**src/logic/mmu_pkg.sv**
```systemverilog
package mmu_pkg;

    typedef logic [31:0] vaddr_t;
    typedef logic [31:0] paddr_t;
    typedef logic [9:0]  asid_t;
    typedef logic [18:0] vppn_t;
    typedef logic [19:0] ppn_t;
    typedef logic [1:0]  mat_t;
    typedef logic [1:0]  plv_t;
    typedef logic [5:0]  ecode_t;

    // configuration bus
    typedef logic [7:0]  axil_addr_t;
    typedef logic [31:0] axil_data_t;
    typedef logic [3:0]  axil_strb_t;

    localparam logic [1:0] AXI_RESP_OKAY = 2'b00;

    typedef enum logic [1:0] {
        MEM_FETCH = 2'd0,
        MEM_LOAD  = 2'd1,
        MEM_STORE = 2'd2
    } mem_kind_e;

    localparam ecode_t ECODE_NONE = 6'h00;
    localparam ecode_t ECODE_PIL  = 6'h01;
    localparam ecode_t ECODE_PIS  = 6'h02;
    localparam ecode_t ECODE_PIF  = 6'h03;
    localparam ecode_t ECODE_PME  = 6'h04;
    localparam ecode_t ECODE_PPI  = 6'h07;
    localparam ecode_t ECODE_TLBR = 6'h3f;

    typedef struct packed {
        logic  e;
        logic  g;
        asid_t asid;
        vppn_t vppn;
        logic  huge_page;
    } tlb_key_t;

    typedef struct packed {
        logic v;
        logic d;
        plv_t plv;
        mat_t mat;
        ppn_t ppn;
    } tlb_value_t;

    // one key covers an even/odd page pair
    typedef struct packed {
        tlb_key_t   key;
        tlb_value_t even;
        tlb_value_t odd;
    } tlb_entry_t;

    // direct-mapped window, decoded from the dmw register
    typedef struct packed {
        logic [2:0] vseg;
        logic [2:0] pseg;
        mat_t       mat;
        logic       plv3;
        logic       plv0;
    } dmw_t;

    typedef struct packed {
        plv_t  plv;
        logic  da;
        mat_t  datf;
        mat_t  datm;
        asid_t asid;
        dmw_t  dmw0;
        dmw_t  dmw1;
    } mmu_cfg_t;

    typedef struct packed {
        logic      valid;
        vaddr_t    va;
        mem_kind_e kind;
    } trans_req_t;

    typedef struct packed {
        logic   valid;
        logic   ok;
        paddr_t pa;
        mat_t   mat;
        ecode_t ecode;
    } trans_result_t;

    typedef struct packed {
        logic       awvalid;
        axil_addr_t awaddr;
        logic       wvalid;
        axil_data_t wdata;
        axil_strb_t wstrb;
        logic       bready;
        logic       arvalid;
        axil_addr_t araddr;
        logic       rready;
    } axil_req_t;

    typedef struct packed {
        logic       awready;
        logic       wready;
        logic       bvalid;
        logic [1:0] bresp;
        logic       arready;
        logic       rvalid;
        axil_data_t rdata;
        logic [1:0] rresp;
    } axil_rsp_t;

endpackage
```
**src/logic/mmu_top.sv**
```systemverilog
`timescale 1ns/1ps

module mmu_top import mmu_pkg::*; #(
    parameter int unsigned TLB_ENTRY_NUM = 16
) (
    input  logic          clk,
    input  logic          reset_i,
    input  axil_req_t     axil_i,
    output axil_rsp_t     axil_o,
    input  trans_req_t    req_i,
    input  logic          flush_i,
    output trans_result_t result_o
);

    mmu_cfg_t                 cfg;
    logic [TLB_ENTRY_NUM-1:0] tlb_we;
    tlb_entry_t               tlb_entry;

    mmu_csr_regs #(
        .TLB_ENTRY_NUM(TLB_ENTRY_NUM)
    ) u_csr_regs (
        .clk        (clk),
        .reset_i    (reset_i),
        .axil_i     (axil_i),
        .axil_o     (axil_o),
        .cfg_o      (cfg),
        .tlb_we_o   (tlb_we),
        .tlb_entry_o(tlb_entry)
    );

    mmu #(
        .TLB_ENTRY_NUM(TLB_ENTRY_NUM)
    ) u_mmu (
        .clk        (clk),
        .reset_i    (reset_i),
        .flush_i    (flush_i),
        .cfg_i      (cfg),
        .req_i      (req_i),
        .tlb_we_i   (tlb_we),
        .tlb_entry_i(tlb_entry),
        .result_o   (result_o)
    );

endmodule

```
**src/logic/mmu.sv**
```systemverilog
`timescale 1ns/1ps

module mmu import mmu_pkg::*; #(
    parameter int unsigned TLB_ENTRY_NUM = 16
) (
    input  logic                     clk,
    input  logic                     reset_i,
    input  logic                     flush_i,
    input  mmu_cfg_t                 cfg_i,
    input  trans_req_t               req_i,
    input  logic [TLB_ENTRY_NUM-1:0] tlb_we_i,
    input  tlb_entry_t               tlb_entry_i,
    output trans_result_t            result_o
);

    trans_req_t    s1_q;
    trans_result_t res_d;
    trans_result_t res_q;
    logic          tlb_hit;
    tlb_key_t      tlb_key;
    tlb_value_t    tlb_value;
    logic          dmw0_hit;
    logic          dmw1_hit;

    function automatic logic dmw_match(dmw_t w, plv_t plv, vaddr_t va);
        return (w.vseg == va[31:29]) &&
               ((plv == 2'd0 && w.plv0) || (plv == 2'd3 && w.plv3));
    endfunction

    // stage one, request register
    always_ff @(posedge clk) begin
        s1_q <= req_i;
        if (reset_i || flush_i) begin
            s1_q.valid <= 1'b0;
        end
    end

    tlb_array #(
        .TLB_ENTRY_NUM(TLB_ENTRY_NUM)
    ) u_tlb_array (
        .clk    (clk),
        .reset_i(reset_i),
        .we_i   (tlb_we_i),
        .entry_i(tlb_entry_i),
        .va_i   (s1_q.va),
        .asid_i (cfg_i.asid),
        .hit_o  (tlb_hit),
        .key_o  (tlb_key),
        .value_o(tlb_value)
    );

    assign dmw0_hit = dmw_match(cfg_i.dmw0, cfg_i.plv, s1_q.va);
    assign dmw1_hit = dmw_match(cfg_i.dmw1, cfg_i.plv, s1_q.va);

    // direct mode, then windows, then tlb
    always_comb begin
        res_d       = '0;
        res_d.valid = s1_q.valid;
        if (cfg_i.da) begin
            res_d.pa  = s1_q.va;
            res_d.mat = (s1_q.kind == MEM_FETCH) ? cfg_i.datf : cfg_i.datm;
        end else if (dmw0_hit) begin
            res_d.pa  = {cfg_i.dmw0.pseg, s1_q.va[28:0]};
            res_d.mat = cfg_i.dmw0.mat;
        end else if (dmw1_hit) begin
            res_d.pa  = {cfg_i.dmw1.pseg, s1_q.va[28:0]};
            res_d.mat = cfg_i.dmw1.mat;
        end else begin
            res_d.mat = tlb_value.mat;
            if (tlb_key.huge_page) begin
                res_d.pa = {tlb_value.ppn[19:10], s1_q.va[21:0]};
            end else begin
                res_d.pa = {tlb_value.ppn, s1_q.va[11:0]};
            end
            // exception priority
            if (!tlb_hit) begin
                res_d.ecode = ECODE_TLBR;
            end else if (!tlb_value.v) begin
                case (s1_q.kind)
                    MEM_FETCH: res_d.ecode = ECODE_PIF;
                    MEM_LOAD:  res_d.ecode = ECODE_PIL;
                    default:   res_d.ecode = ECODE_PIS;
                endcase
            end else if (cfg_i.plv > tlb_value.plv) begin
                res_d.ecode = ECODE_PPI;
            end else if (s1_q.kind == MEM_STORE && !tlb_value.d) begin
                res_d.ecode = ECODE_PME;
            end
        end
        res_d.ok = (res_d.ecode == ECODE_NONE);
    end

    // stage two, result register
    always_ff @(posedge clk) begin
        res_q <= res_d;
        if (reset_i || flush_i) begin
            res_q.valid <= 1'b0;
        end
    end

    assign result_o = res_q;

endmodule

```
**src/logic/tlb_array.sv**
```systemverilog
`timescale 1ns/1ps

module tlb_array import mmu_pkg::*; #(
    parameter int unsigned TLB_ENTRY_NUM = 16
) (
    input  logic                     clk,
    input  logic                     reset_i,
    input  logic [TLB_ENTRY_NUM-1:0] we_i,
    input  tlb_entry_t               entry_i,
    input  vaddr_t                   va_i,
    input  asid_t                    asid_i,
    output logic                     hit_o,
    output tlb_key_t                 key_o,
    output tlb_value_t               value_o
);

    localparam int unsigned IDX_W = (TLB_ENTRY_NUM > 1) ? $clog2(TLB_ENTRY_NUM) : 1;

    logic [TLB_ENTRY_NUM-1:0] e_q;
    tlb_key_t                 key_q  [TLB_ENTRY_NUM];
    tlb_value_t               even_q [TLB_ENTRY_NUM];
    tlb_value_t               odd_q  [TLB_ENTRY_NUM];
    logic                     hit;
    logic [IDX_W-1:0]         hit_idx;
    logic                     odd_sel;

    function automatic logic vppn_match(tlb_key_t key, vaddr_t va);
        if (key.huge_page) begin
            return va[31:22] == key.vppn[18:9];
        end else begin
            return va[31:13] == key.vppn;
        end
    endfunction

    // entry exist bits
    always_ff @(posedge clk) begin
        if (reset_i) begin
            e_q <= '0;
        end else begin
            for (int i = 0; i < TLB_ENTRY_NUM; i++) begin
                if (we_i[i]) begin
                    e_q[i] <= entry_i.key.e;
                end
            end
        end
    end

    always_ff @(posedge clk) begin
        for (int i = 0; i < TLB_ENTRY_NUM; i++) begin
            if (we_i[i]) begin
                key_q[i]  <= entry_i.key;
                even_q[i] <= entry_i.even;
                odd_q[i]  <= entry_i.odd;
            end
        end
    end

    // ascending scan lets the highest matching index win
    always_comb begin
        hit     = 1'b0;
        hit_idx = '0;
        for (int i = 0; i < TLB_ENTRY_NUM; i++) begin
            if (e_q[i] && (key_q[i].g || key_q[i].asid == asid_i) &&
                vppn_match(key_q[i], va_i)) begin
                hit     = 1'b1;
                hit_idx = IDX_W'(i);
            end
        end
    end

    assign odd_sel = key_q[hit_idx].huge_page ? va_i[21] : va_i[12];

    always_comb begin
        key_o   = key_q[hit_idx];
        key_o.e = hit;
        value_o = odd_sel ? odd_q[hit_idx] : even_q[hit_idx];
    end

    assign hit_o = hit;

endmodule

```
**src/logic/mmu_csr_regs.sv**
```systemverilog
`timescale 1ns/1ps

module mmu_csr_regs import mmu_pkg::*; #(
    parameter int unsigned TLB_ENTRY_NUM = 16
) (
    input  logic                     clk,
    input  logic                     reset_i,
    input  axil_req_t                axil_i,
    output axil_rsp_t                axil_o,
    output mmu_cfg_t                 cfg_o,
    output logic [TLB_ENTRY_NUM-1:0] tlb_we_o,
    output tlb_entry_t               tlb_entry_o
);

    localparam int unsigned IDX_W = (TLB_ENTRY_NUM > 1) ? $clog2(TLB_ENTRY_NUM) : 1;

    // word offsets
    localparam logic [5:0] REG_CRMD    = 6'h0;
    localparam logic [5:0] REG_ASID    = 6'h1;
    localparam logic [5:0] REG_DMW0    = 6'h2;
    localparam logic [5:0] REG_DMW1    = 6'h3;
    localparam logic [5:0] REG_TLBEHI  = 6'h4;
    localparam logic [5:0] REG_TLBELO0 = 6'h5;
    localparam logic [5:0] REG_TLBELO1 = 6'h6;
    localparam logic [5:0] REG_TLBWR   = 6'h7;

    // implemented bits with the rest reading zero
    localparam axil_data_t CRMD_MASK   = 32'h0000_01eb;
    localparam axil_data_t ASID_MASK   = 32'h0000_03ff;
    localparam axil_data_t DMW_MASK    = 32'hee00_0039;
    localparam axil_data_t TLBEHI_MASK = 32'hffff_e007;
    localparam axil_data_t TLBELO_MASK = 32'hffff_f03f;
    localparam axil_data_t CRMD_RESET  = 32'h0000_0008;

    axil_data_t crmd_q, asid_q, dmw0_q, dmw1_q, tlbehi_q, tlbelo0_q, tlbelo1_q;
    logic       aw_ready_q, b_valid_q, ar_ready_q, r_valid_q;
    axil_data_t r_data_q, rd_data, wmask, wr_data;
    logic       wr_fire, rd_fire;
    logic [5:0] wr_idx;
    logic [IDX_W-1:0] wr_slot;
    logic [TLB_ENTRY_NUM-1:0] tlb_we_q;

    function automatic axil_data_t merge(axil_data_t old_v, axil_data_t new_v,
                                         axil_data_t mask);
        return (old_v & ~mask) | (new_v & mask);
    endfunction

    function automatic dmw_t to_dmw(axil_data_t r);
        dmw_t w;
        w.vseg = r[31:29];
        w.pseg = r[27:25];
        w.mat  = r[5:4];
        w.plv3 = r[3];
        w.plv0 = r[0];
        return w;
    endfunction

    function automatic tlb_value_t to_value(axil_data_t r);
        tlb_value_t val;
        val.v   = r[0];
        val.d   = r[1];
        val.plv = r[3:2];
        val.mat = r[5:4];
        val.ppn = r[31:12];
        return val;
    endfunction

    assign wr_fire = aw_ready_q && axil_i.awvalid && axil_i.wvalid;
    assign rd_fire = ar_ready_q && axil_i.arvalid;
    assign wr_idx  = axil_i.awaddr[7:2];
    assign wmask   = {{8{axil_i.wstrb[3]}}, {8{axil_i.wstrb[2]}},
                      {8{axil_i.wstrb[1]}}, {8{axil_i.wstrb[0]}}};
    assign wr_data = axil_i.wdata & wmask;
    assign wr_slot = wr_data[IDX_W-1:0];

    // handshake state
    always_ff @(posedge clk) begin
        if (reset_i) begin
            aw_ready_q <= 1'b0;
            b_valid_q  <= 1'b0;
            ar_ready_q <= 1'b0;
            r_valid_q  <= 1'b0;
        end else begin
            aw_ready_q <= axil_i.awvalid && axil_i.wvalid && !b_valid_q && !aw_ready_q;
            ar_ready_q <= axil_i.arvalid && !r_valid_q && !ar_ready_q;
            if (wr_fire) begin
                b_valid_q <= 1'b1;
            end else if (axil_i.bready) begin
                b_valid_q <= 1'b0;
            end
            if (rd_fire) begin
                r_valid_q <= 1'b1;
            end else if (axil_i.rready) begin
                r_valid_q <= 1'b0;
            end
        end
    end

    always_ff @(posedge clk) begin
        if (reset_i) begin
            crmd_q    <= CRMD_RESET;
            asid_q    <= '0;
            dmw0_q    <= '0;
            dmw1_q    <= '0;
            tlbehi_q  <= '0;
            tlbelo0_q <= '0;
            tlbelo1_q <= '0;
            tlb_we_q  <= '0;
        end else begin
            // tlbwr pulse lasts one cycle
            tlb_we_q <= '0;
            if (wr_fire) begin
                case (wr_idx)
                    REG_CRMD:    crmd_q    <= merge(crmd_q, wr_data, CRMD_MASK & wmask);
                    REG_ASID:    asid_q    <= merge(asid_q, wr_data, ASID_MASK & wmask);
                    REG_DMW0:    dmw0_q    <= merge(dmw0_q, wr_data, DMW_MASK & wmask);
                    REG_DMW1:    dmw1_q    <= merge(dmw1_q, wr_data, DMW_MASK & wmask);
                    REG_TLBEHI:  tlbehi_q  <= merge(tlbehi_q, wr_data, TLBEHI_MASK & wmask);
                    REG_TLBELO0: tlbelo0_q <= merge(tlbelo0_q, wr_data, TLBELO_MASK & wmask);
                    REG_TLBELO1: tlbelo1_q <= merge(tlbelo1_q, wr_data, TLBELO_MASK & wmask);
                    REG_TLBWR: begin
                        if (wr_data < TLB_ENTRY_NUM) begin
                            tlb_we_q[wr_slot] <= 1'b1;
                        end
                    end
                    default: ;
                endcase
            end
        end
    end

    always_comb begin
        case (axil_i.araddr[7:2])
            REG_CRMD:    rd_data = crmd_q;
            REG_ASID:    rd_data = asid_q;
            REG_DMW0:    rd_data = dmw0_q;
            REG_DMW1:    rd_data = dmw1_q;
            REG_TLBEHI:  rd_data = tlbehi_q;
            REG_TLBELO0: rd_data = tlbelo0_q;
            REG_TLBELO1: rd_data = tlbelo1_q;
            default:     rd_data = '0;
        endcase
    end

    always_ff @(posedge clk) begin
        if (rd_fire) begin
            r_data_q <= rd_data;
        end
    end

    always_comb begin
        axil_o.awready = aw_ready_q;
        axil_o.wready  = aw_ready_q;
        axil_o.bvalid  = b_valid_q;
        axil_o.bresp   = AXI_RESP_OKAY;
        axil_o.arready = ar_ready_q;
        axil_o.rvalid  = r_valid_q;
        axil_o.rdata   = r_data_q;
        axil_o.rresp   = AXI_RESP_OKAY;
    end

    // register view for the translator
    always_comb begin
        cfg_o.plv  = crmd_q[1:0];
        cfg_o.da   = crmd_q[3];
        cfg_o.datf = crmd_q[6:5];
        cfg_o.datm = crmd_q[8:7];
        cfg_o.asid = asid_q[9:0];
        cfg_o.dmw0 = to_dmw(dmw0_q);
        cfg_o.dmw1 = to_dmw(dmw1_q);
    end

    // staged entry with its key asid from the asid register
    always_comb begin
        tlb_entry_o.key.e         = tlbehi_q[0];
        tlb_entry_o.key.g         = tlbehi_q[1];
        tlb_entry_o.key.huge_page = tlbehi_q[2];
        tlb_entry_o.key.vppn      = tlbehi_q[31:13];
        tlb_entry_o.key.asid      = asid_q[9:0];
        tlb_entry_o.even          = to_value(tlbelo0_q);
        tlb_entry_o.odd           = to_value(tlbelo1_q);
    end

    assign tlb_we_o = tlb_we_q;

endmodule

```
**config.mk**
```make
export PLATFORM = sky130hd
export DESIGN_NAME = mmu_top
export DESIGN_NICKNAME = d
export VERILOG_FILES = /design/src/logic/mmu_pkg.sv /design/src/logic/mmu_top.sv /design/src/logic/mmu.sv /design/src/logic/tlb_array.sv /design/src/logic/mmu_csr_regs.sv
export SDC_FILE = /design/constraint.sdc
export NUM_CORES = 2
export LEC_CHECK = 0
export BUFFER_PORTS_ARGS = -buffer_cell sky130_fd_sc_hd__buf_2
export CELL_PAD_IN_SITES_DETAIL_PLACEMENT = 2
export CELL_PAD_IN_SITES_GLOBAL_PLACEMENT = 2
export CORE_MARGIN = 2
export CORE_UTILIZATION = 35
export DETAILED_ROUTE_END_ITERATION = 12
export PLACE_DENSITY_LB_ADDON = 0.12
export SLEW_MARGIN = 10
export SYNTH_ARGS = -nofsm -noshare
export SYNTH_HDL_FRONTEND = slang
export SYNTH_HIERARCHICAL = 1
export SYNTH_SLANG_ARGS = --single-unit
```
**constraint.sdc**
```tcl
create_clock -name clk -period 5.6 [get_ports clk]
set_clock_uncertainty 0.1 [all_clocks]
set_input_delay 0.56 -clock clk [delete_from_list [all_inputs] [get_ports clk]]
set_output_delay 0.56 -clock clk [all_outputs]
set_load 0.02 [all_outputs]
```
==> impl_results.rst <==
.. list-table::
   :header-rows: 1

   * - Metric
     - Value
   * - Vias in the first global route
     - just under 40000
   * - Highest Clock Rate
     - approximately 180 MHz
   * - Vertical die dimension
     - 432 um
   * - Max-slew violation count
     - 0
   * - RePlAce Congestion
     - ~0.79
   * - Syn Std Cell Area
     - about 64000 sq um
   * - Number of levels in the clock H-tree
     - 4
   * - Synthesized instance count
     - approximately 4000
   * - Critical path class
     - flip-flop to flip-flop
   * - Clock insertion delay at the later pin of the skew report
     - 830 ps
   * - Placed wire-length estimate after detailed placement
     - about 130000 um
   * - Detailed Route WL
     - roughly 210000 um
   * - IR drop worst, VDD
     - 0.250 mV
   * - Power density relative to cell area
     - 329 nW/um^2
   * - DR WL/cell
     - between 30 and 40 um
   * - Slew at the pin with the worst max-slew slack
     - ~1200 ps
   * - Routed Antenna Nets
     - 0
   * - PnR Total Power
     - ~25 mW
   * - Data required time at the worst endpoint
     - ~6000 ps
   * - I/O Buffers
     - roughly 170
   * - Buffer depth of the longest clock path
     - 3
   * - Cell at the root of the clock tree
     - sky130_fd_sc_hd__clkbuf_16
   * - YS warnings
     - 6
   * - Vias/cell
     - roughly 5.3
   * - Largest fanout on the critical path
     - 11
   * - Full die area
     - 186000 sq um
   * - Remaining DRCs
     - 0
   * - Layout area overhead
     - 17.8%
   * - Count of nets after finishing
     - 4491
   * - Iter 0 DRT Violations
     - around 2600
   * - Crit path capture type
     - flip-flop
   * - Fin crit share
     - 0.969
   * - Max Cap Viol
     - 0
   * - Die extent in x
     - ~430 um
   * - TritonCTS clock tree
     - done
   * - Hold WC Path Type
     - primary input to flip-flop
   * - First-pass DRT Iterations
     - 5
   * - Initial Utilization
     - 0.353
   * - Static Leakage
     - 21.2 nW
   * - Residual overflow from global routing
     - 0
   * - Overall via count from detail_route
     - approximately 37000
   * - Critical Path Source Type
     - flip-flop
   * - Worst slew margin relative to its limit
     - 0.219
   * - Avg Synthesized Cell Area
     - between 15 and 20 sq um
   * - Count of cells along the worst hold path
     - 3
   * - Clock transition at the registers of the reported paths
     - 60 ps
   * - Fin. Hold Viols
     - 0
   * - Pin count of the biggest net entering global routing
     - just under 100
   * - Initial antenna violation count
     - 11
   * - Min Clock Period, post-route
     - ~5400 ps
   * - Core area
     - about 180000 sq um
   * - Total number of clock tree sinks
     - ~1600
   * - Number of setup violations in the final report
     - 0
   * - Site Rows
     - about 160
   * - Fill cell instance count of the final layout
     - 17300
   * - Data arrival time at the worst-slack endpoint
     - about 6000 ps
   * - Aggregate global-route resource usage
     - 0.223
   * - Layout Utilization
     - 0.416
   * - First-pass GRT wire length
     - around 300000 um
   * - Cell depth of the worst flop-to-flop path
     - 21
   * - Number of buffers added by the clock tree synthesis step
     - 177
   * - Top-level port count
     - between 150 and 200
   * - Fraction of final layout cells sized beyond drive strength 1
     - 0.182
   * - Status
     - complete, no violations
[metal layers]
metal	routed length [um]	GRT usage	share of wire
met5	9	0	0.000043
met4	4160	0.0528	0.020
met3	6710	0.0266	0.032
met2	105000	0.384	0.50
met1	94600	0.301	0.45
[power by group]
part | switching (mW) | total [mW] | internal (mW)
clock network | 4.82 | 11.6 | 6.83
logic | 0.326 | 0.522 | 0.196
registers | 0.0221 | 12.6 | 12.6
total | 5.17 | 24.8 | 19.6
[through the flow]
stage / hold WS (ps) / TNS, ps / instances / setup slack [ps] / cell area (sq um)
CTS: 7.99 / 0 / 6910 / 8.98 / 75000
finish: 41.8 / 0 / 6921 / 173 / 75400
detailed placement: 214 / -594 / 6509 / -106 / 68500
global placement: 210 / -282 / 6509 / -75.9 / 68500
floorplan: 210 / 0 / 4019 / 837 / 64000
global route: 41.1 / -7.92 / 6920 / -7.92 / 75400
[cell type report]
cell class | count | area [sq um] | share of cell area
antenna | 2 | 5.00 | 0.0000664
sequential | 1580 | 45300 | 0.601
tap | 2370 | 2970 | 0.0393
inverter | 14 | 52.6 | 0.000697
timing repair buffer | 440 | 3570 | 0.0474
clock buffer | 268 | 5130 | 0.0680
multi-input combinational | 2181 | 17700 | 0.235
clock inverter | 66 | 674 | 0.00894
[timing repair]
action | CTS | global route
cloned | 0 | 2
pin swaps | 0 | 7
hold buffers | 67 | 0
endpoints found under the setup margin | 13 | 17
resized for setup | 10 | 37
endpoints found under the hold margin | 101 | 0
setup buffers | 0 | 7
[state kept, by name, indices dropped and copies added (netlist names), named ones only]
signal	cells
u_csr_regs/b_valid_q	1
u_mmu/res_d	1
u_mmu/u_tlb_array/odd_q	416
u_mmu/u_tlb_array/even_q	416
u_mmu/s1_q	34
u_mmu/u_tlb_array/key_q	496
u_csr_regs/r_data_q	30
u_csr_regs/r_valid_q	1
u_csr_regs/tlb_we_o	16
u_csr_regs/aw_ready_q	1
u_csr_regs/ar_ready_q	1
u_mmu/u_tlb_array/e_q	16
u_mmu/result_o	40
[worst max-delay path, cell delays in order (launching register included)]
cell and delay [ps]:
sky130_fd_sc_hd__dfxtp_2 470, sky130_fd_sc_hd__buf_4 270, sky130_fd_sc_hd__xor2_1 110, sky130_fd_sc_hd__nor4_1 430
sky130_fd_sc_hd__a41oi_1 380, sky130_fd_sc_hd__nor3_2 390, sky130_fd_sc_hd__nor2_1 90, sky130_fd_sc_hd__a221o_1 410
sky130_fd_sc_hd__and2_4 220, sky130_fd_sc_hd__o41a_1 420, sky130_fd_sc_hd__o311a_1 150, sky130_fd_sc_hd__o2bb2ai_2 160
sky130_fd_sc_hd__mux2i_4 230, sky130_fd_sc_hd__buf_12 200, sky130_fd_sc_hd__mux2_4 310, sky130_fd_sc_hd__inv_1 60
sky130_fd_sc_hd__ha_1 250, sky130_fd_sc_hd__nand2_1 120, sky130_fd_sc_hd__nand2_1 70, sky130_fd_sc_hd__o21ai_0 160
sky130_fd_sc_hd__buf_4 160, sky130_fd_sc_hd__o21ai_0 90
[path summary, 6_finish.rpt]
check                                      startpoint  slack (ps)                         end
worst min-delay path                       axil_i[37]          40                   flip-flop
worst max-delay path                        flip-flop         170  u_mmu/result_o[40]$_DFF_P_
worst max register to register              flip-flop         170  u_mmu/result_o[40]$_DFF_P_
worst min register to register  u_mmu/s1_q[2]$_DFF_P_         230   u_mmu/result_o[8]$_DFF_P_
[placed cells by master (no fill, tap or decap), types with 15 or more instances in the layout]
cell                            instances
sky130_fd_sc_hd__clkinv_2              26
sky130_fd_sc_hd__clkinv_1              16
sky130_fd_sc_hd__mux2_4                35
sky130_fd_sc_hd__dfxtp_1              197
sky130_fd_sc_hd__mux2_2                61
sky130_fd_sc_hd__xor2_1               253
sky130_fd_sc_hd__o21ai_0               74
sky130_fd_sc_hd__nand3_1               17
sky130_fd_sc_hd__nor4_1                68
sky130_fd_sc_hd__a21oi_1               20
sky130_fd_sc_hd__a22oi_1               56
sky130_fd_sc_hd__dlygate4sd3_1         67
sky130_fd_sc_hd__buf_2                166
sky130_fd_sc_hd__nor4_4                15
sky130_fd_sc_hd__xnor2_1              217
sky130_fd_sc_hd__nand2_1              208
sky130_fd_sc_hd__nand4_1              104
sky130_fd_sc_hd__nor2_1               141
sky130_fd_sc_hd__edfxtp_1            1358
sky130_fd_sc_hd__buf_12                33
sky130_fd_sc_hd__dfxtp_4               16
sky130_fd_sc_hd__clkbuf_8              27
sky130_fd_sc_hd__buf_4                166
sky130_fd_sc_hd__mux2i_1              622
sky130_fd_sc_hd__a41oi_1               15
sky130_fd_sc_hd__o211ai_1              52
sky130_fd_sc_hd__clkbuf_1              60
sky130_fd_sc_hd__nor3_1                33
sky130_fd_sc_hd__clkbuf_16            183
Note: power is estimated with default switching activity, not from simulation.
